===== src/mvu_cfg.svh =====
/*
 * MVU lane configuration
 * Vector size, bank geometry, datapath widths and memory latency
 */
`ifndef MVU_CFG_SVH
`define MVU_CFG_SVH

`define MVU_N               4   // Vector length and number of rows
`define MVU_DBANK_DEPTH     32  // Data bank words
`define MVU_DBANK_AW        5   // Data bank address bits
`define MVU_WBANK_DEPTH     16  // Weight bank words
`define MVU_WBANK_AW        4   // Weight bank address bits

`define MVU_BPREC           2   // Precision field bits, stored as actual minus one
`define MVU_BACC            12  // Accumulator bits
`define MVU_BPOP            3   // Popcount bits, holds 0 to N
`define MVU_BSIG            3   // Shift amount bits, holds up to 6

`define MVU_MEM_RD_LATENCY  1   // Bank read latency in cycles

`endif


===== src/mvu_pkg.sv =====
/*
 * MVU lane package
 * Controller state encoding and datapath word types
 */
`include "mvu_cfg.svh"

package mvu_pkg;

    typedef enum logic [1:0] {
        IDLE,   // Waiting for start
        RUN,    // Issuing plane pairs
        DRAIN,  // Pipeline emptying
        DONE    // One cycle done
    } mvu_state_e;

    typedef logic [`MVU_N-1:0]         dword_t;    // One input bit-plane
    typedef logic [`MVU_N*`MVU_N-1:0]  wword_t;    // One weight bit-plane, row r at r*N
    typedef logic [`MVU_DBANK_AW-1:0]  daddr_t;
    typedef logic [`MVU_WBANK_AW-1:0]  waddr_t;
    typedef logic [`MVU_BPREC-1:0]     prec_t;
    typedef logic [`MVU_BPOP-1:0]      pop_t;
    typedef logic signed [`MVU_BACC-1:0] acc_t;
    typedef logic [`MVU_BSIG-1:0]      sig_t;

    // All row accumulators side by side, row r in element r
    typedef logic [`MVU_N-1:0][`MVU_BACC-1:0] acc_vec_t;

endpackage


===== src/mvu_bank.sv =====
/*
 * MVU memory bank
 * One write port and one read port, read data registered one cycle
 */
`timescale 1ns/1ps

module mvu_bank #(
    parameter int width = 4,
    parameter int depth = 32
) (
    input  logic                     clk,
    input  logic                     wr_en,
    input  logic [$clog2(depth)-1:0] wr_addr,
    input  logic [width-1:0]         wr_word,
    input  logic                     rd_en,
    input  logic [$clog2(depth)-1:0] rd_addr,
    output logic [width-1:0]         rd_word
);

    logic [width-1:0] mem [depth];

    always_ff @(posedge clk) begin
        if (wr_en)
            mem[wr_addr] <= wr_word;
    end

    // Output holds last read when idle
    always_ff @(posedge clk) begin
        if (rd_en)
            rd_word <= mem[rd_addr];
    end

endmodule


===== src/mvu_ctrl.sv =====
/*
 * MVU job controller
 * Latches the job on start, counts plane pair issues, waits for the
 * pipeline to drain, then pulses done and raises irq
 */
`timescale 1ns/1ps
`include "mvu_cfg.svh"

module mvu_ctrl (
    input  logic            clk,
    input  logic            rst_n,
    input  logic            start,
    input  logic            i_signed,
    input  logic            w_signed,
    input  mvu_pkg::prec_t  iprec,
    input  mvu_pkg::prec_t  wprec,
    input  mvu_pkg::daddr_t ibaseaddr,
    input  mvu_pkg::waddr_t wbaseaddr,
    input  logic            acc_last,       // Last accumulate has landed
    output logic            busy,
    output logic            done,
    output logic            irq,
    output logic            agu_clr,
    output logic            agu_en,
    output mvu_pkg::prec_t  cfg_iprec,
    output mvu_pkg::prec_t  cfg_wprec,
    output mvu_pkg::daddr_t cfg_ibase,
    output mvu_pkg::waddr_t cfg_wbase,
    output logic            cfg_i_signed,
    output logic            cfg_w_signed
);
    import mvu_pkg::*;

    localparam int BCNT = 2*`MVU_BPREC + 1;  // Holds up to 16 pairs

    mvu_state_e      state;
    logic [BCNT-1:0] issue_cnt;              // Pairs issued so far
    logic [BCNT-1:0] npairs;                 // Pairs in this job
    logic            accept;

    assign npairs  = BCNT'(cfg_iprec + 1) * BCNT'(cfg_wprec + 1);
    assign busy    = (state == RUN) || (state == DRAIN);
    assign accept  = start && !busy;         // Start is dropped mid job
    assign agu_clr = accept;                 // Counters back to MSB planes
    assign agu_en  = (state == RUN);

    always_ff @(posedge clk) begin
        if (!rst_n) begin
            state        <= IDLE;
            issue_cnt    <= '0;
            done         <= 1'b0;
            irq          <= 1'b0;
            cfg_iprec    <= '0;
            cfg_wprec    <= '0;
            cfg_ibase    <= '0;
            cfg_wbase    <= '0;
            cfg_i_signed <= 1'b0;
            cfg_w_signed <= 1'b0;
        end else begin
            done <= (state == DRAIN) && acc_last;   // Lands together with DONE
            case (state)
                IDLE, DONE: begin
                    if (accept) begin
                        state        <= RUN;
                        issue_cnt    <= '0;
                        irq          <= 1'b0;     // New job clears the interrupt
                        cfg_iprec    <= iprec;
                        cfg_wprec    <= wprec;
                        cfg_ibase    <= ibaseaddr;
                        cfg_wbase    <= wbaseaddr;
                        cfg_i_signed <= i_signed;
                        cfg_w_signed <= w_signed;
                    end else begin
                        state <= IDLE;
                    end
                end
                RUN: begin
                    issue_cnt <= issue_cnt + 1'b1;
                    if (issue_cnt == npairs - 1'b1)
                        state <= DRAIN;           // Last pair goes out this cycle
                end
                DRAIN: begin
                    if (acc_last) begin
                        state <= DONE;
                        irq   <= 1'b1;            // Sticky until next start
                    end
                end
                default: state <= IDLE;
            endcase
        end
    end

    a_done_in_done: assert property (@(posedge clk) disable iff (!rst_n)
        done |-> state == DONE);

    // Job setup must survive a start that arrives mid job
    a_cfg_hold: assert property (@(posedge clk) disable iff (!rst_n)
        start && busy |=> $stable({cfg_iprec, cfg_wprec, cfg_ibase, cfg_wbase,
                                   cfg_i_signed, cfg_w_signed}));

endmodule


===== src/mvu_agu.sv =====
/*
 * MVU bit-plane address generator
 * Walks weight planes (outer) and input planes (inner) from the MSB down
 * and tags each pair with negate, significance and first/last
 */
`timescale 1ns/1ps
`include "mvu_cfg.svh"

module mvu_agu (
    input  logic            clk,
    input  logic            rst_n,
    input  logic            agu_clr,
    input  logic            agu_en,
    input  mvu_pkg::prec_t  cfg_iprec,
    input  mvu_pkg::prec_t  cfg_wprec,
    input  mvu_pkg::daddr_t cfg_ibase,
    input  mvu_pkg::waddr_t cfg_wbase,
    input  logic            cfg_i_signed,
    input  logic            cfg_w_signed,
    output logic            rd_en,
    output mvu_pkg::daddr_t rd_daddr,
    output mvu_pkg::waddr_t rd_waddr,
    output logic            rd_valid,
    output logic            neg,
    output mvu_pkg::sig_t   sig,
    output logic            first,
    output logic            last
);
    import mvu_pkg::*;

    prec_t icnt;    // Input plane index, 0 is MSB
    prec_t wcnt;    // Weight plane index, 0 is MSB
    logic  i_end, w_end;

    assign i_end = (icnt == cfg_iprec);
    assign w_end = (wcnt == cfg_wprec);

    always_ff @(posedge clk) begin
        if (!rst_n || agu_clr) begin
            icnt <= '0;
            wcnt <= '0;
        end else if (agu_en) begin
            icnt <= i_end ? '0 : icnt + 1'b1;
            if (i_end)
                wcnt <= w_end ? '0 : wcnt + 1'b1;  // Next weight plane
        end
    end

    assign rd_en    = agu_en;
    assign rd_valid = agu_en;
    assign rd_daddr = cfg_ibase + daddr_t'(icnt);
    assign rd_waddr = cfg_wbase + waddr_t'(wcnt);
    // Bit weight of plane k is prec minus k for each operand
    assign sig      = sig_t'(cfg_iprec - icnt) + sig_t'(cfg_wprec - wcnt);
    // Signed MSB plane carries negative weight, both MSBs cancel
    assign neg      = agu_en && ((cfg_i_signed && icnt == '0) ^ (cfg_w_signed && wcnt == '0));
    assign first    = agu_en && (icnt == '0) && (wcnt == '0);
    assign last     = agu_en && i_end && w_end;

    // Plane walk must not wrap past the top of either bank
    a_addr_range: assert property (@(posedge clk) disable iff (!rst_n)
        rd_en |-> (int'(cfg_ibase) + int'(icnt) < `MVU_DBANK_DEPTH) &&
                  (int'(cfg_wbase) + int'(wcnt) < `MVU_WBANK_DEPTH));

endmodule


===== src/mvu_vvp.sv =====
/*
 * MVU vector-vector product
 * Per row popcount of weight row AND data plane, negated for signed MSB
 * planes and shifted by bit significance, registered once
 */
`timescale 1ns/1ps
`include "mvu_cfg.svh"

module mvu_vvp (
    input  logic              clk,
    input  logic              rst_n,
    input  mvu_pkg::dword_t   dword,
    input  mvu_pkg::wword_t   wword,
    input  logic              rd_valid,
    input  logic              neg,
    input  mvu_pkg::sig_t     sig,
    input  logic              first,
    input  logic              last,
    output mvu_pkg::acc_vec_t prod,
    output logic              prod_valid,
    output logic              prod_first,
    output logic              prod_last
);
    import mvu_pkg::*;

    localparam int LAT  = `MVU_MEM_RD_LATENCY;
    localparam int TAGW = 4 + `MVU_BSIG;

    logic [LAT-1:0][TAGW-1:0] tag_sr;        // Tags waiting for bank data
    logic     tag_valid, tag_first, tag_last, tag_neg;
    sig_t     tag_sig;
    acc_vec_t prod_d;

    always_ff @(posedge clk) begin
        if (!rst_n) begin
            tag_sr <= '0;
        end else begin
            tag_sr[0] <= {rd_valid, first, last, neg, sig};
            for (int i = 1; i < LAT; i++)
                tag_sr[i] <= tag_sr[i-1];
        end
    end

    assign {tag_valid, tag_first, tag_last, tag_neg, tag_sig} = tag_sr[LAT-1];

    always_comb begin
        pop_t pop;
        acc_t term;
        for (int r = 0; r < `MVU_N; r++) begin
            pop = '0;
            for (int c = 0; c < `MVU_N; c++)
                pop = pop + pop_t'(wword[r*`MVU_N + c] & dword[c]);
            term      = acc_t'(pop) <<< tag_sig;     // Zero extend then weight
            prod_d[r] = tag_neg ? -term : term;
        end
    end

    always_ff @(posedge clk) begin
        if (!rst_n) begin
            prod_valid <= 1'b0;
            prod_first <= 1'b0;
            prod_last  <= 1'b0;
        end else begin
            prod_valid <= tag_valid;
            prod_first <= tag_valid && tag_first;
            prod_last  <= tag_valid && tag_last;
        end
    end

    always_ff @(posedge clk)
        prod <= prod_d;

endmodule


===== src/mvu_shacc.sv =====
/*
 * MVU shift-accumulators
 * N signed accumulators, loaded on the first product of a job and
 * summed afterwards, held as the result between jobs
 */
`timescale 1ns/1ps
`include "mvu_cfg.svh"

module mvu_shacc (
    input  logic              clk,
    input  logic              rst_n,
    input  mvu_pkg::acc_vec_t prod,
    input  logic              prod_valid,
    input  logic              prod_first,   // Load instead of add
    input  logic              prod_last,
    output mvu_pkg::acc_vec_t result,
    output logic              acc_last      // Last add has landed
);
    import mvu_pkg::*;

    always_ff @(posedge clk) begin
        if (!rst_n) begin
            result   <= '0;
            acc_last <= 1'b0;
        end else begin
            acc_last <= prod_valid && prod_last;
            if (prod_valid) begin
                for (int r = 0; r < `MVU_N; r++) begin
                    if (prod_first)
                        result[r] <= prod[r];
                    else
                        result[r] <= acc_t'(result[r]) + acc_t'(prod[r]);
                end
            end
        end
    end

    a_first_valid: assert property (@(posedge clk) disable iff (!rst_n)
        prod_first |-> prod_valid);

endmodule


===== src/mvu_top.sv =====
/*
 * MVU lane top level
 * Connects job controller, address generator, data and weight banks,
 * popcount product stage and accumulators
 */
`timescale 1ns/1ps
`include "mvu_cfg.svh"

module mvu_top (
    input  logic              clk,
    input  logic              rst_n,
    input  logic              start,        // Job start strobe
    input  logic              i_signed,     // Input operand is two's complement
    input  logic              w_signed,     // Weight operand is two's complement
    input  mvu_pkg::prec_t    iprec,        // Input precision minus one
    input  mvu_pkg::prec_t    wprec,        // Weight precision minus one
    input  mvu_pkg::daddr_t   ibaseaddr,    // Input MSB plane address
    input  mvu_pkg::waddr_t   wbaseaddr,    // Weight MSB plane address
    input  logic              wrd_en,       // Data bank write
    input  mvu_pkg::daddr_t   wrd_addr,
    input  mvu_pkg::dword_t   wrd_word,
    input  logic              wrw_en,       // Weight bank write
    input  mvu_pkg::waddr_t   wrw_addr,
    input  mvu_pkg::wword_t   wrw_word,
    output logic              busy,
    output logic              done,
    output logic              irq,
    output mvu_pkg::acc_vec_t result
);
    import mvu_pkg::*;

    logic     agu_clr, agu_en;
    prec_t    cfg_iprec, cfg_wprec;
    daddr_t   cfg_ibase;
    waddr_t   cfg_wbase;
    logic     cfg_i_signed, cfg_w_signed;
    logic     rd_en, rd_valid;
    daddr_t   rd_daddr;
    waddr_t   rd_waddr;
    logic     neg, first, last;
    sig_t     sig;
    dword_t   dword;            // Data bank read word
    wword_t   wword;            // Weight bank read word
    acc_vec_t prod;
    logic     prod_valid, prod_first, prod_last;
    logic     acc_last;

    mvu_ctrl u_ctrl (
        .clk(clk), .rst_n(rst_n), .start(start),
        .i_signed(i_signed), .w_signed(w_signed),
        .iprec(iprec), .wprec(wprec), .ibaseaddr(ibaseaddr), .wbaseaddr(wbaseaddr),
        .acc_last(acc_last),
        .busy(busy), .done(done), .irq(irq), .agu_clr(agu_clr), .agu_en(agu_en),
        .cfg_iprec(cfg_iprec), .cfg_wprec(cfg_wprec),
        .cfg_ibase(cfg_ibase), .cfg_wbase(cfg_wbase),
        .cfg_i_signed(cfg_i_signed), .cfg_w_signed(cfg_w_signed)
    );

    mvu_agu u_agu (
        .clk(clk), .rst_n(rst_n), .agu_clr(agu_clr), .agu_en(agu_en),
        .cfg_iprec(cfg_iprec), .cfg_wprec(cfg_wprec),
        .cfg_ibase(cfg_ibase), .cfg_wbase(cfg_wbase),
        .cfg_i_signed(cfg_i_signed), .cfg_w_signed(cfg_w_signed),
        .rd_en(rd_en), .rd_daddr(rd_daddr), .rd_waddr(rd_waddr), .rd_valid(rd_valid),
        .neg(neg), .sig(sig), .first(first), .last(last)
    );

    mvu_bank #(.width(`MVU_N), .depth(`MVU_DBANK_DEPTH)) data_bank (
        .clk(clk), .wr_en(wrd_en), .wr_addr(wrd_addr), .wr_word(wrd_word),
        .rd_en(rd_en), .rd_addr(rd_daddr), .rd_word(dword)
    );

    mvu_bank #(.width(`MVU_N*`MVU_N), .depth(`MVU_WBANK_DEPTH)) weight_bank (
        .clk(clk), .wr_en(wrw_en), .wr_addr(wrw_addr), .wr_word(wrw_word),
        .rd_en(rd_en), .rd_addr(rd_waddr), .rd_word(wword)
    );

    mvu_vvp u_vvp (
        .clk(clk), .rst_n(rst_n), .dword(dword), .wword(wword),
        .rd_valid(rd_valid), .neg(neg), .sig(sig), .first(first), .last(last),
        .prod(prod), .prod_valid(prod_valid), .prod_first(prod_first), .prod_last(prod_last)
    );

    mvu_shacc u_shacc (
        .clk(clk), .rst_n(rst_n), .prod(prod), .prod_valid(prod_valid),
        .prod_first(prod_first), .prod_last(prod_last),
        .result(result), .acc_last(acc_last)
    );

endmodule


===== config.mk =====
export PLATFORM = sky130hd
export DESIGN_NAME = mvu_top
export DESIGN_NICKNAME = d
export VERILOG_FILES = /design/src/mvu_pkg.sv /design/src/mvu_bank.sv /design/src/mvu_ctrl.sv /design/src/mvu_agu.sv /design/src/mvu_vvp.sv /design/src/mvu_shacc.sv /design/src/mvu_top.sv
export VERILOG_INCLUDE_DIRS = /design/src
export SDC_FILE = /design/constraint.sdc
export NUM_CORES = 1
export LEC_CHECK = 0
export BUFFER_PORTS_ARGS = -buffer_cell sky130_fd_sc_hd__buf_4
export CAP_MARGIN = 20
export CORE_ASPECT_RATIO = 1.5
export CORE_MARGIN = 3
export CORE_UTILIZATION = 54
export CTS_BUF_LIST = sky130_fd_sc_hd__clkbuf_2 sky130_fd_sc_hd__clkbuf_4 sky130_fd_sc_hd__clkbuf_8
export DETAILED_ROUTE_END_ITERATION = 12
export PLACE_DENSITY = 0.74
export SLEW_MARGIN = 20
export SYNTH_ARGS = -nofsm -noshare
export SYNTH_HDL_FRONTEND = slang
export SYNTH_HIERARCHICAL = 1
export SYNTH_SLANG_ARGS = --single-unit

===== constraint.sdc =====
create_clock -name clk -period 3.4 [get_ports clk]
set_clock_uncertainty 0.1 [all_clocks]
set_input_delay 0.68 -clock clk [delete_from_list [all_inputs] [get_ports clk]]
set_output_delay 0.68 -clock clk [all_outputs]
set_load 0.02 [all_outputs]

## Word-level counts from Yosys, hierarchy flattened

Memory sizes are Yosys's and may differ from the RTL's. A register that Yosys moved wholly into a read port is not among the register bits.
Cells that the tools add are included.

- RAM bits: 384
- Output and inout port bits: 51
- Memory bits (read-only): 0
- Memories: 2
- Flip-flop bits (word level): 135
- Latch bits: 0
- Logic and storage cells: 139
- Input port bits: 49

Memory list:

| memory | depth | width | read ports | clocked after memory_dff | write ports | RTL line | RTL |
|---|---|---|---|---|---|---|---|
| weight_bank.mem | 16 | 16 | 1 | 1 | 1 | mvu_bank.sv:20 | `logic [width-1:0] mem [depth];` |
| data_bank.mem | 32 | 4 | 1 | 1 | 1 | mvu_bank.sv:20 |  |

- Reduce and logical (&&, ||, !) cells: 27
- Mux-type cells: 23
- Equal/unequal tests: 9
- Bitwise logic cells: 17
- Add/sub/neg operators: 31
- Shift operators: 4
- Order comparisons: 0
- Divide/modulo/power cells: 0
- Multipliers: 1

Operators by type and width:

| kind | count |
|---|---|
| $mux W12 | 8 |
| $add A12 B12 Y12 | 4 |
| $neg A12 Y12 | 4 |
| $sshl A4 B3 Y12 | 4 |
| $add A3 B3 Y3 | 13 |
| $and A1 B1 Y1 | 16 |
| $logic_and A1 B1 Y1 | 12 |
| $pmux W5 S2 | 1 |
| $mux W2 | 4 |
| $reduce_and A2 Y1 | 4 |
| $mux W1 | 7 |
| $add A2 B1 Y3 const B | 2 |
| $logic_not A2 Y1 | 3 |
| $pmux W2 S3 | 1 |
| $sub A2 B2 Y3 | 2 |
| $add A5 B1 Y5 const B | 1 |
| $add A5 B2 Y5 | 1 |
| $eq A5 B5 Y1 | 1 |
| $mul A5 B5 Y5 | 1 |
| $mux W5 | 1 |
| $sub A5 B1 Y5 const B | 1 |
| $add A2 B1 Y2 const B | 2 |
| $add A4 B2 Y4 | 1 |
| $eq A2 B2 Y1 | 2 |
| 11 further kinds | 16 |

## Logic depth before layout (Yosys ltp)

Gate-level depths: netlist of run 1.

- Word-level depth: 7
- Depth in mapped cells: 11
- Gate-level depth less buffers: 11

## Cells and area by module

Netlist of run 1, hierarchy kept.

By module, submodules not included:

| module | sequential area each (um^2) | area an instance (um^2) | instances | cells an instance |
|---|---|---|---|---|
| mvu_bank (weight_bank) | 8167.8 | 10203.5 | 1 | 432 |
| mvu_bank (data_bank) | 3963.8 | 5178.7 | 1 | 231 |
| mvu_shacc | 980.9 | 4141.5 | 1 | 516 |
| mvu_vvp | 1161.1 | 3567.2 | 1 | 419 |
| mvu_ctrl | 480.5 | 1257.5 | 1 | 150 |
| mvu_agu | 80.1 | 633.1 | 1 | 72 |

## Least setup slack after synthesis of run 1

No wires, ideal clock.

- Path type: register to register
- Start point: reg data_bank.rd_word[3] (read register of data_bank.mem)
- End point: reg u_vvp/prod[10] in the netlist's numbering
- Cell stages (with the launch flop): 12
- Setup time: 120 ps
- Buffers on the path: 1
- Slack: 170 ps
- Period minus slack after synthesis: 3230 ps
- Data required time: 3180 ps
- Arrival: 3011 ps
- Cell sequence: edfxtp_1 -> and2_1 -> fa_1 -> ha_1 -> ha_1 -> clkbuf_1 -> nor2b_1 -> o21ai_0 -> ha_1 -> o21ai_0 -> or3_1 -> o31a_1

- Cells in the longest elaborated chain, start to end: 5

Ends and longest elaborated chain:

| item | RTL line | RTL |
|---|---|---|
| start, declared | mvu_bank.sv:17 | `output logic [width-1:0] rd_word` |
| $and A1 B1 Y1 (*) | mvu_vvp.sv:52 | `` pop = pop + pop_t'(wword[r*`MVU_N + c] & dword[c]); `` |
| $add A3 B3 Y3 (*) | mvu_vvp.sv:52 |  |
| $sshl A4 B3 Y12 (*) | mvu_vvp.sv:53 | `term = acc_t'(pop) <<< tag_sig;` |
| $neg A12 Y12 | mvu_vvp.sv:54 | `prod_d[r] = tag_neg ? -term : term;` |
| $mux W12 (*) | mvu_vvp.sv:54 |  |
| end signal, assigned | mvu_vvp.sv:71 | `prod <= prod_d;` |
| end, declared | mvu_vvp.sv:19 | `output mvu_pkg::acc_vec_t prod,` |

Every way passes the cells marked *; elsewhere a longest branch is shown, timed or not.
A chain may end at the register's enable or synchronous reset.

## Worst setup path in the final report of run 1

- Start point: reg u_ctrl.cfg_wprec[1]
- End point: reg u_ctrl.state[1]

- Cells in the longest elaborated chain, start to end: 6

Ends and longest elaborated chain:

| item | RTL line | RTL |
|---|---|---|
| start, declared | mvu_ctrl.sv:26 | `output mvu_pkg::prec_t cfg_wprec,` |
| start signal, assigned | mvu_ctrl.sv:68 | `cfg_wprec <= wprec;` |
| $add A2 B1 Y3 | mvu_ctrl.sv:41 | `assign npairs = BCNT'(cfg_iprec + 1) * BCNT'(cfg_wprec + 1);` |
| $mul A5 B5 Y5 | mvu_ctrl.sv:41 |  |
| $sub A5 B1 Y5 | mvu_ctrl.sv:79 | `if (issue_cnt == npairs - 1'b1)` |
| $eq A5 B5 Y1 | mvu_ctrl.sv:79 |  |
| $ne A2 B2 Y1 (no line) | -- |  |
| $reduce_and A2 Y1 (no line) | -- |  |
| end signal, assigned | mvu_ctrl.sv:80 | `state <= DRAIN;` |
| end signal, assigned | mvu_ctrl.sv:84 | `state <= DONE;` |
| end signal, assigned | mvu_ctrl.sv:88 | `default: state <= IDLE;` |
| end, declared | mvu_ctrl.sv:36 | `mvu_state_e state;` |

Every way passes these cells.

==> run_results.csv, run 1 <==
group,metric,value,unit
status,outcome,"complete, no violations",
placed_design,io_buffer_count,99,
floorplanning,die_height,269,um
clocking,worstSkewPairLatency,0.64,ns
job,max_cap_viol_count,0,
sta,whs,0.214,ns
grt,grt_first_pass_wirelength,91.5,mm
worst_setup_path,crit_path_launch_type,"flop",
worst_setup_path,reg2reg_capture_point,"u_ctrl/state[1]$_SDFFE_PN0P_",
floorplanning,core_area,45300,sq um
yosys,synth-warning-count,6,
sta,max_slew_violation_count,0,
cells_and_area,layoutNonFillerInstCount,2607,
floorplanning,die-width,182,um
route,drt-total-wl,58.4,mm
power,leakagePower,10.1,nW
power,design_power_total,18.4,mW
yosys,synth_edf_count,404,
sta,setup-violations-final,0,
worst_setup_path,path_max_fanout,3,
worst_setup_path,critPathKind,"reg -> reg",
cells_and_area,finalNetCount,2102,
sta,finalWorstPathRequiredPeriod,3.21,ns
yosys,ys_seq_area_frac,0.594,
route,drt_iter0_drc,1040,
worst_setup_path,end_kind,"flop",
sta,timing.final.ws_setup,0.191,ns
yosys,average_instance_area_after_synthesis,13.7,sq um
clocking,ctsRootBufferMaster,"sky130_fd_sc_hd__clkbuf_8",
clocking,post_cts_buffers,0,
clocking,cts-hold-fix-buffers,0,
cells_and_area,post_route_cells_drive_above_1_share,0.208,
sta,setup_tns,0,ns
route,drt.antenna.violating_nets,0,
placed_design,dpl_worst_slack,0.172,ns
grt,grt_overflow,0,
sta,hold_viol_final,0,
floorplanning,io_pins,100,
route,post-route-drc-count,0,
yosys,yosys.cell_types.count,86,
grt,global_route.usage.total,0.238,
sta,max_clock_freq,0.312,GHz
worst_setup_path,rr_startpoint,"u_ctrl/cfg_wprec[1]$_SDFFE_PN0P_",
worst_setup_path,critPathCapture,"u_ctrl/state[1]$_SDFFE_PN0P_",
cells_and_area,nFillCells,3330,
route,post_dr_wirelength_cell,22.4,um
yosys,post_synth_inst_count,1820,
worst_setup_path,worst_setup_path_startpoint,"u_ctrl/cfg_wprec[1]$_SDFFE_PN0P_",
route,detail_route.vias_per_cell,6.07,
grt,first_global_vias,16500,
sta,slew_headroom,0.297,
placed_design,routability_cong,0.941,
worst_setup_path,critical_path_data_arrival_time,3.67,ns
clocking,cts-buffers-inserted,79,
route,vias,15800,
placed_design,detailedPlacementHpwl,39.4,mm
floorplanning,placement_rows,95,
power,worst_ir_drop_vdd,0.437,mV
min_path,hp-class,"in -> reg",
worst_setup_path,reg2reg_depth,11,
sta,worst_slew_pin_slew,1.05,ns
grt,grt_antenna_before_repair,1,
yosys,asyncSetResetFlopFracSynth,0,
placed_design,numPlacedInstances,2462,
clocking,cts_h_tree_depth,3,
yosys,synth_ff_type,"sky130_fd_sc_hd__edfxtp_1",
power,cellPowerDensity,653,nW/um^2
floorplanning,design.die.area,48900,sq um
yosys,yosys_register_bits,539,
yosys,synthesis.nets,1961,
route,drt_first_pass_iters,5,
clocking,numClockSinks,539,
floorplanning,start_util,0.552,
worst_setup_path,worstPathRequired,3.86,ns
cells_and_area,area_delta_synth_final,12.7,%
clocking,cts_tree,"yes",
sta,final.period_utilization,0.944,
grt,pin_count_of_the_biggest_net_entering_global_routing,83,
yosys,synth.cell_area,25000,sq um
clocking,max-clock-path-buffers,3,
clocking,path_clk_slew,0.07,ns
sta,grt_setup_unrepaired,"no",
worst_setup_path,reg2reg_setup_slack,0.19,ns
-- metrics by stage --
stage / utilization / area (sq um)
2_1_floorplan: - / 25000
3_3_place_gp: 0.585 / 26500
3_5_place_dp: 0.585 / 26500
4_1_cts: 0.622 / 28200
5_1_grt: 0.622 / 28200
6_report: 0.622 / 28200
-- state kept, by name (all words and copies together) (netlist names), 2 cells and up --
name	flops
weight_bank/mem	256
data_bank/mem	128
u_shacc/result	48
u_vvp/prod	48
weight_bank/rd_word	16
u_vvp/tag_sr	7
u_ctrl/cfg_ibase	5
u_ctrl/issue_cnt	5
data_bank/rd_word	4
u_ctrl/cfg_wbase	4
u_agu/icnt	2
u_agu/wcnt	2
u_ctrl/cfg_iprec	2
u_ctrl/cfg_wprec	2
u_ctrl/state	2
-- layout make-up --
type | count | area, sq um | area share
sequential | 539 | 14800 | 0.527
multi-input combinational | 1120 | 9430 | 0.335
timing repair buffer | 157 | 1280 | 0.0454
clock buffer | 96 | 1240 | 0.0440
tap | 582 | 728 | 0.0259
clock inverter | 48 | 403 | 0.0143
inverter | 64 | 240 | 0.00853
antenna | 1 | 2.50 | 0.0000889
-- per-layer routing --
metal	vias to the layer above	routed length [um]	track usage
met5	-	0	0
met4	0	2900	0.117
met3	151	3000	0.0410
met2	539	31200	0.430
met1	7846	21300	0.270
li1	7280	-	-
-- how the worst min path moves through the flow --
stage / startpoint / end / slack [ns] / cells past startpoint
floorplan: u_vvp/tag_sr[5]$_SDFF_PN0_ / u_vvp/prod_first$_SDFF_PN0_ / 0.33 / 1
global placement: u_vvp/tag_sr[5]$_SDFF_PN0_ / u_vvp/prod_first$_SDFF_PN0_ / 0.34 / 1
detailed placement: u_vvp/prod_last$_SDFF_PN0_ / u_shacc/acc_last$_SDFF_PN0_ / 0.35 / 1
CTS: wprec[0] / u_ctrl/cfg_wprec[0]$_SDFFE_PN0P_ / 0.17 / 3
global route: wprec[0] / u_ctrl/cfg_wprec[0]$_SDFFE_PN0P_ / 0.18 / 3
finish: wprec[0] / u_ctrl/cfg_wprec[0]$_SDFFE_PN0P_ / 0.21 / 3
-- kinds of logic after synthesis --
logic type | count (synthesis) | synth area share
flops | 539 | 0.594
simple gates | 436 | 0.0888
compound gates | 402 | 0.108
buf+inv | 161 | 0.0306
mux | 131 | 0.106
fa+ha+maj | 92 | 0.0509
xor+xnor | 59 | 0.0218
-- critical path, cell delays in order (launching register included) --
cell and delay (ns):
sky130_fd_sc_hd__dfxtp_1 0.34, sky130_fd_sc_hd__ha_1 0.19, sky130_fd_sc_hd__or2b_1 0.25, sky130_fd_sc_hd__ha_1 0.31, sky130_fd_sc_hd__fa_1 0.51, sky130_fd_sc_hd__inv_1 0.07
sky130_fd_sc_hd__fa_1 0.45, sky130_fd_sc_hd__xnor3_1 0.35, sky130_fd_sc_hd__o2111ai_1 0.11, sky130_fd_sc_hd__a22oi_2 0.13, sky130_fd_sc_hd__a31o_1 0.24, sky130_fd_sc_hd__a21oi_1 0.12
-- layout by cell type (no fill, tap or decap), drive strengths merged, types with 8 or more instances in the layout --
cell type  count
nor3          18
or3            9
o21ai         89
nor2          93
mux4         104
dfxtp        135
clkinv        38
o21bai        13
a21o          21
a22oi         34
a21oi         94
buf          157
edfxtp       404
nor2b         28
nand3b        12
and3           9
mux2           8
clkbuf        96
nand3         13
xnor2         43
inv           67
xor2          14
o211a         16
o211ai        12
mux2i         19
fa            16
a211oi        21
ha            76
and3b         14
nand2b        19
nand2        144
and2          36
a31oi         27
-- cells in the mapped netlist, types with 6 or more instances --
cell / number / area share
sky130_fd_sc_hd__edfxtp_1: 404 / 0.49
sky130_fd_sc_hd__nand2_1: 144 / 0.022
sky130_fd_sc_hd__dfxtp_1: 135 / 0.11
sky130_fd_sc_hd__a21oi_1: 94 / 0.019
sky130_fd_sc_hd__mux4_2: 94 / 0.085
sky130_fd_sc_hd__nor2_1: 93 / 0.014
sky130_fd_sc_hd__ha_1: 76 / 0.038
sky130_fd_sc_hd__inv_1: 61 / 0.0092
sky130_fd_sc_hd__o21ai_0: 56 / 0.011
sky130_fd_sc_hd__clkbuf_1: 48 / 0.0072
sky130_fd_sc_hd__xnor2_1: 43 / 0.015
sky130_fd_sc_hd__and2_1: 35 / 0.0088
sky130_fd_sc_hd__a22oi_1: 33 / 0.0099
sky130_fd_sc_hd__o21ai_1: 33 / 0.0066
sky130_fd_sc_hd__nor2b_1: 28 / 0.0070
sky130_fd_sc_hd__a31oi_1: 27 / 0.0068
sky130_fd_sc_hd__buf_2: 22 / 0.0044
sky130_fd_sc_hd__a211oi_1: 21 / 0.0063
sky130_fd_sc_hd__a21o_1: 21 / 0.0063
sky130_fd_sc_hd__mux2i_1: 19 / 0.0076
sky130_fd_sc_hd__nand2b_1: 19 / 0.0048
sky130_fd_sc_hd__nor3_1: 18 / 0.0036
sky130_fd_sc_hd__fa_1: 16 / 0.013
sky130_fd_sc_hd__o211a_1: 16 / 0.0064
sky130_fd_sc_hd__and3b_1: 14 / 0.0049
sky130_fd_sc_hd__xor2_1: 14 / 0.0049
sky130_fd_sc_hd__nand3_1: 13 / 0.0026
sky130_fd_sc_hd__o21bai_1: 13 / 0.0039
sky130_fd_sc_hd__nand3b_1: 12 / 0.0036
sky130_fd_sc_hd__buf_6: 11 / 0.0050
sky130_fd_sc_hd__o211ai_1: 11 / 0.0033
sky130_fd_sc_hd__mux4_1: 10 / 0.011
sky130_fd_sc_hd__or3_1: 9 / 0.0023
sky130_fd_sc_hd__and3_1: 8 / 0.0020
sky130_fd_sc_hd__mux2_2: 8 / 0.0036
sky130_fd_sc_hd__buf_1: 7 / 0.0011
sky130_fd_sc_hd__buf_4: 7 / 0.0021
sky130_fd_sc_hd__nand4_1: 6 / 0.0015
sky130_fd_sc_hd__o22ai_1: 6 / 0.0015
sky130_fd_sc_hd__or2_2: 6 / 0.0015
-- report_power, final --
part	total, mW	internal [mW]	switching [mW]	leakage [nW]
Sequential	7.77	7.49	0.271	4.75
Combinational	5.23	2.21	3.02	4.48
Clock	5.40	2.91	2.49	0.872
Total	18.4	12.6	5.78	10.1
-- timing repair --
action,CTS,global route
resized for setup,0,1
hold endpoints to repair,0,0
setup endpoints to repair,0,2
Power figures use the tool's default switching activity.
==> run 2: changes to the inputs <==
Settings changed: MAX_ROUTING_LAYER set to met4.
==> run 2 against run 1 <==
Net effect:
- combinational power hardly changed
- routed wire length is 0.16% lower
- utilization is essentially flat
- non-clock buffer count did not move
- critical path type unchanged
- largest cell class unchanged
- largest power group unchanged
==> run_results.csv, run 2 (synthesis gave the netlist of run 1 again) <==
group,metric,value,unit
floorplanning,die_height,269,um
cells_and_area,layout_commonest_cell,"sky130_fd_sc_hd__edfxtp_1",
power,leakagePower,10.1,nW
min_path,worst_hold_path.endpoint,"u_ctrl/cfg_iprec[1]$_SDFFE_PN0P_",
route,drt.antenna.violating_nets,0,
route,post_dr_wirelength_cell,22.3,um
cells_and_area,most-common-layout-cells,"sky130_fd_sc_hd__edfxtp_1, sky130_fd_sc_hd__buf_4, sky130_fd_sc_hd__nand2_1",
clocking,cts-buffers-inserted,81,
worst_setup_path,reg2reg_setup_slack,0.16,ns
route,drt-total-wl,58.3,mm
min_path,hold_start,"iprec[1]",
floorplanning,die-width,182,um
sta,hold_viol_final,0,
cells_and_area,largest-register,"weight_bank/mem",
cells_and_area,nFillCells,3324,
cells_and_area,area_delta_synth_final,12.7,%
worst_setup_path,path_cells,"and2_1, fa_1, ha_1, ha_1, nor2b_1, o21ai_0, ha_1, o21ai_0, or3_1, o31a_1",
grt,grt_first_pass_wirelength,90.7,mm
route,vias,15800,
worst_setup_path,critPathKind,"reg -> reg",
sta,timing.final.ws_setup,0.158,ns
placed_design,detailedPlacementHpwl,39.8,mm
sta,max_clock_freq,0.308,GHz
grt,first_global_vias,16500,
worst_setup_path,crit_path_frequent_cell,"sky130_fd_sc_hd__ha_1",
floorplanning,io_pins,100,
clocking,ctsRootBufferMaster,"sky130_fd_sc_hd__clkbuf_8",
route,drt_first_pass_iters,5,
route,detail_route.vias_per_cell,6.05,
sta,grt_setup_unrepaired,"no",
worst_setup_path,end_kind,"flop",
sta,max_slew_violation_count,0,
clocking,post_cts_buffers,0,
route,post-route-drc-count,0,
worst_setup_path,worst_path_largest_cell_delay,0.50,ns
status,outcome,"complete, no violations",
power,design_power_total,18.4,mW
worst_setup_path,worstPathRequired,3.82,ns
clocking,cts-resized-gates,0,
grt,pin_count_of_the_biggest_net_entering_global_routing,56,
worst_setup_path,critical-path-slowest-cell,"sky130_fd_sc_hd__fa_1",
clocking,cts_tree,"yes",
floorplanning,start_util,0.552,
worst_setup_path,rr_startpoint,"data_bank/rd_word[3]$_DFFE_PP_",
placed_design,io_buffer_count,99,
worst_setup_path,reg2reg_capture_point,"u_vvp/prod[10]$_SDFF_PN0_",
cells_and_area,post_route_cells_drive_above_1_share,0.211,
floorplanning,design.die.area,48900,sq um
worst_setup_path,cp.buffers_inverters,0,
worst_setup_path,crit_path_launch_type,"flop",
sta,whs,0.217,ns
clocking,worstSkewPairLatency,0.65,ns
sta,finalWorstPathRequiredPeriod,3.24,ns
clocking,cts_h_tree_depth,3,
sta,worst_slew_pin_slew,1.01,ns
route,drt_iter0_drc,1029,
clocking,path_clk_slew,0.07,ns
sta,setup_tns,0,ns
min_path,whs_path_depth,3,
cells_and_area,finish.utilization,0.622,
cells_and_area,finalNetCount,2104,
clocking,cts-hold-fix-buffers,0,
placed_design,routability_cong,0.922,
power,cellPowerDensity,654,nW/um^2
sta,final.period_utilization,0.954,
worst_setup_path,critical_path_data_arrival_time,3.66,ns
floorplanning,placement_rows,95,
sta,slew_headroom,0.325,
floorplanning,core_area,45300,sq um
power,worst_ir_drop_vdd,0.350,mV
min_path,hp-class,"in -> reg",
clocking,numClockSinks,539,
worst_setup_path,path_max_fanout,4,
cells_and_area,largest_register_ffs,256,
placed_design,dpl_worst_slack,0.140,ns
sta,setup-violations-final,0,
grt,grt_antenna_before_repair,1,
cells_and_area,largestRegisters,"weight_bank/mem (256), data_bank/mem (128)",
grt,grt_overflow,0,
grt,global_route.usage.total,0.243,
job,max_cap_viol_count,0,
clocking,max-clock-path-buffers,3,
worst_setup_path,timing.critical_path.max_delay_family,"adder cells",
worst_setup_path,reg2reg_depth,10,
## run 2: changes by cell type in the layout (fill, tap and decap cells not counted), sizes merged
cell	delta
clkbuf	+10
clkinv	-5
bufinv	-2
clkinvlp	+1
inv	-1
## run 2: worst register-to-register path, delay by kind of cell (launching register included)
| kind | cells | cell delay, ns |
|---|---|---|
| adders and majority gates | 4 | 1.19 |
| AOI/OAI and AO/OA | 3 | 0.70 |
| DFF | 1 | 0.41 |
| and+or+nand+nor | 3 | 0.75 |
## run 2: routing by layer
metal | up-vias | global-route usage | routed length (um)
met1 | 7830 | 0.266 | 21000
li1 | 7282 | - | -
met2 | 522 | 0.428 | 31300
met4 | 0 | 0.123 | 2980
met3 | 161 | 0.0359 | 3130
met5 | - | - | 0
## run 2: power breakdown
group / switching (mW) / leakage [nW] / internal (mW)
logic: 3.04 / 4.47 / 2.20
clock network: 2.49 / 0.892 / 2.92
registers: 0.276 / 4.75 / 7.50
total: 5.81 / 10.1 / 12.6
## run 2: how the worst max path moves through the flow
| stage | cells after the start | slack, ns | endpoint | start |
|---|---|---|---|---|
| 6_report | 10 | 0.16 | u_vvp/prod[10]$_SDFF_PN0_ | data_bank/rd_word[3]$_DFFE_PP_ |
| 5_1_grt | 11 | 0.005 | u_ctrl/state[0]$_SDFFE_PN0P_ | u_ctrl/cfg_wprec[0]$_SDFFE_PN0P_ |
| 2_1_floorplan | 11 | 0.17 | u_vvp/prod[10]$_SDFF_PN0_ | data_bank/rd_word[3]$_DFFE_PP_ |
| 3_3_place_gp | 11 | 0.27 | u_ctrl/state[1]$_SDFFE_PN0P_ | u_ctrl/cfg_wprec[0]$_SDFFE_PN0P_ |
| 3_5_place_dp | 11 | 0.14 | u_ctrl/state[0]$_SDFFE_PN0P_ | u_ctrl/cfg_wprec[1]$_SDFFE_PN0P_ |
| 4_1_cts | 11 | 0.14 | u_ctrl/state[0]$_SDFFE_PN0P_ | u_ctrl/cfg_wprec[1]$_SDFFE_PN0P_ |
## run 2: area by class of cell
class                      count  area [sq um]  share of cell area
antenna                        1          2.50           0.0000889
clock buffer                 106          1340              0.0476
clock inverter                41           332              0.0118
inverter                      64           240             0.00853
multi-input combinational   1120          9430               0.335
sequential                   539         14800               0.527
tap                          582           728              0.0259
timing repair buffer         157          1240              0.0441
## run 2: per-stage QoR
stage               std cells  cell area, sq um
finish                   2610             28200
global route             2610             28200
CTS                      2609             28100
detailed placement       2462             26500
global placement         2462             26500
floorplan                1820             25000
==> run 3: changes to the inputs <==
Settings changed: BUFFER_PORTS_ARGS -buffer_cell sky130_fd_sc_hd__buf_4 to -buffer_cell sky130_fd_sc_hd__buf_2, CORE_MARGIN 3 to not set, SYNTH_HIERARCHICAL 1 to not set.
==> run 3 against run 2 <==
Net effect:
- count of clock-buffer cells in the layout fell by 6
- worst hold slack got worse by 0.025 ns
- combinational power fell by 18%
- largest power group unchanged
- highest routed layer unchanged
==> run_results.csv, run 3 <==
group,metric,value,unit
route,drt_first_pass_iters,5,
placed_design,detailedPlacementHpwl,35.0,mm
route,route.top_layer_used,"met4",
worst_setup_path,critical_path_data_arrival_time,3.58,ns
route,wl_met2,27.8,mm
route,wl_met3,2.84,mm
sta,max_slew_violation_count,0,
sta,whs,0.192,ns
route,wirelength_met1,19.4,mm
floorplanning,die_height,263,um
power,seq_power_share,0.451,
yosys,ys_seq_area_frac,0.607,
min_path,hold_start,"ibaseaddr[2]",
clocking,path_clk_slew,0.07,ns
sta,setup-violations-final,0,
route,drt-total-wl,52.3,mm
clocking,max-clock-path-buffers,3,
sta,finalWorstPathRequiredPeriod,3.16,ns
route,post-route-drc-count,0,
cells_and_area,area_delta_synth_final,11.9,%
sta,timing.final.ws_setup,0.236,ns
floorplanning,design.die.area,46100,sq um
power,worst_ir_drop_vdd,0.362,mV
placed_design,routability_cong,0.894,
yosys,synth_ff_type,"sky130_fd_sc_hd__edfxtp_1",
sta,final.period_utilization,0.931,
worst_setup_path,reg2reg_depth,12,
clocking,cts_tree,"yes",
cells_and_area,finalNetCount,2020,
yosys,yosys_register_bits,539,
floorplanning,placement_rows,95,
status,outcome,"complete, no violations",
floorplanning,start_util,0.547,
clocking,worstSkewPairLatency,0.64,ns
min_path,whs_path_depth,3,
sta,worst_slew_pin_slew,0.813,ns
sta,slew_headroom,0.456,
power,switching_share,0.300,
placed_design,dpl_worst_slack,0.178,ns
power,cellPowerDensity,624,nW/um^2
worst_setup_path,path_max_fanout,6,
yosys,synth_edf_count,404,
cells_and_area,largest-register,"weight_bank.mem",
worst_setup_path,critPathKind,"reg -> reg",
power,leakagePower,9.81,nW
clocking,cts-buffers-inserted,80,
placed_design,io_buffer_count,99,
clocking,ctsRootBufferMaster,"sky130_fd_sc_hd__clkbuf_8",
min_path,hp-class,"in -> reg",
yosys,synth.cell_area,24400,sq um
yosys,post_synth_inst_count,1728,
floorplanning,io_pins,100,
floorplanning,core_area,44700,sq um
clocking,numClockSinks,539,
worst_setup_path,reg2reg_capture_point,"u_vvp.prod[20]$_DFF_P_",
clocking,cts-hold-fix-buffers,0,
sta,setup_tns,0,ns
grt,global_route.usage.total,0.240,
worst_setup_path,reg2reg_setup_slack,0.24,ns
worst_setup_path,crit_path_launch_type,"flop",
yosys,average_instance_area_after_synthesis,14.1,sq um
route,detail_route.vias_per_cell,5.93,
cells_and_area,largest_register_ffs,256,
floorplanning,die-width,176,um
grt,pin_count_of_the_biggest_net_entering_global_routing,55,
route,drt_iter0_drc,1087,
worst_setup_path,worstPathRequired,3.82,ns
sta,max_clock_freq,0.316,GHz
power,power.internal,12.0,mW
worst_setup_path,rr_startpoint,"data_bank.rd_word[0]$_DFFE_PP_",
cells_and_area,most-common-layout-cells,"sky130_fd_sc_hd__edfxtp_1, sky130_fd_sc_hd__nand2_1, sky130_fd_sc_hd__dfxtp_1",
yosys,ys_top_cells_by_area,"sky130_fd_sc_hd__edfxtp_1, sky130_fd_sc_hd__dfxtp_1, sky130_fd_sc_hd__mux4_2, sky130_fd_sc_hd__ha_1, sky130_fd_sc_hd__nand2_1",
route,drt.antenna.violating_nets,0,
power,clock_power_share,0.296,
yosys,synth-warning-count,0,
yosys,asyncSetResetFlopFracSynth,0,
job,max_cap_viol_count,0,
route,post_dr_wirelength_cell,20.7,um
power,comb_power_share,0.253,
grt,grt_antenna_before_repair,4,
worst_setup_path,end_kind,"flop",
cells_and_area,layout_commonest_cell,"sky130_fd_sc_hd__edfxtp_1",
yosys,synthTopCellsByCount,"sky130_fd_sc_hd__edfxtp_1, sky130_fd_sc_hd__nand2_1, sky130_fd_sc_hd__dfxtp_1, sky130_fd_sc_hd__nor2_1, sky130_fd_sc_hd__mux4_2",
sta,grt_setup_unrepaired,"no",
sta,hold_viol_final,0,
yosys,synth.top_cell.area_share,0.496,
yosys,synth.most_common_cell,"sky130_fd_sc_hd__edfxtp_1",
min_path,worst_hold_path.endpoint,"u_ctrl.cfg_ibase[2]$_SDFFE_PN0P_",
grt,grt_overflow,0,
cells_and_area,largestRegisters,"weight_bank.mem (256), data_bank.mem (128)",
grt,grt_first_pass_wirelength,82.2,mm
cells_and_area,post_route_cells_drive_above_1_share,0.209,
route,vias,15000,
grt,first_global_vias,15600,
yosys,yosys.cell_types.count,68,
power,power.switching,5.12,mW
yosys,synthesis.nets,1868,
yosys,synth_top_cell_by_area,"sky130_fd_sc_hd__edfxtp_1",
clocking,cts_h_tree_depth,3,
==> run 3: cell count changes in the layout (fill, tap and decap cells not counted), sizes merged, moves of 16 or more <==
cell | before | now
nor2 | 93 | 128
a22oi | 34 | 3
a21oi | 94 | 71
and2 | 36 | 14
mux4 | 104 | 120
==> run 3: stage by stage <==
stage	std cells	utilization	area, sq um	power (mW)
2_1_floorplan	1728	-	24400	11.0
3_3_place_gp	2380	0.577	25800	12.1
3_5_place_dp	2380	0.577	25800	12.2
4_1_cts	2521	0.612	27300	17.2
5_1_grt	2525	0.612	27400	18.0
6_report	2525	0.612	27400	17.1
==> run 3: power by group through the flow <==
| stage | Clock, mW | Sequential [mW] | Combinational, mW |
|---|---|---|---|
| after floorplan | 0 | 7.81 | 3.18 |
| after global routing | 5.45 | 7.74 | 4.79 |
| after global placement | 0 | 7.82 | 4.24 |
| final | 5.05 | 7.70 | 4.32 |
| after detailed placement | 0 | 7.84 | 4.33 |
| after CTS | 5.19 | 7.70 | 4.35 |
==> run 3: final cells by class <==
cell class	instances	area (sq um)
fill	3343	17300
sequential	539	14800
multi-input combinational	1051	9080
clock buffer	100	1260
timing repair buffer	151	948
tap	582	728
clock inverter	41	275
inverter	57	214
antenna	4	10.0
==> run 3: per-layer routing <==
metal | vias up | global-route usage
met1 | 7369 | 0.264
met2 | 481 | 0.414
met3 | 155 | 0.0392
li1 | 6962 | -
met4 | 0 | 0.124
met5 | - | -
==> run 3: cell families after synthesis <==
family          count (synthesis)  synth area share
flops                         539             0.607
compound gates                334            0.0893
fa+ha+maj                      91            0.0512
xor+xnor                       60            0.0221
mux                           147             0.125
buf+inv                       138            0.0236
simple gates                  419            0.0821
==> run 3: what timing repair did <==
action,CTS,global route
resized for setup,0,1
setup buffers,0,0
endpoints found under the setup margin,0,1
==> run 3: worst max path at each step <==
stage                                        start                endpoint  slack, ns  cells past startpoint
floorplan           data_bank.rd_word[1]$_DFFE_PP_  u_vvp.prod[42]$_DFF_P_       0.37                     13
global placement    data_bank.rd_word[0]$_DFFE_PP_   u_vvp.prod[9]$_DFF_P_       0.29                     11
detailed placement  data_bank.rd_word[0]$_DFFE_PP_  u_vvp.prod[20]$_DFF_P_       0.18                     12
CTS                 data_bank.rd_word[0]$_DFFE_PP_  u_vvp.prod[20]$_DFF_P_       0.19                     12
global route        data_bank.rd_word[0]$_DFFE_PP_  u_vvp.prod[20]$_DFF_P_       0.01                     12
finish              data_bank.rd_word[0]$_DFFE_PP_  u_vvp.prod[20]$_DFF_P_       0.24                     12
==> run 3: critical path: stages, from the launching register on <==
cell,delay [ns]
sky130_fd_sc_hd__edfxtp_1,0.41
sky130_fd_sc_hd__nand2_1,0.11
sky130_fd_sc_hd__fa_1,0.56
sky130_fd_sc_hd__inv_1,0.04
sky130_fd_sc_hd__ha_1,0.18
sky130_fd_sc_hd__ha_1,0.35
sky130_fd_sc_hd__nor2b_1,0.24
sky130_fd_sc_hd__a21o_1,0.15
sky130_fd_sc_hd__nand2_1,0.08
sky130_fd_sc_hd__ha_1,0.27
sky130_fd_sc_hd__o21ai_1,0.17
sky130_fd_sc_hd__o21ai_0,0.14
sky130_fd_sc_hd__o31a_1,0.27
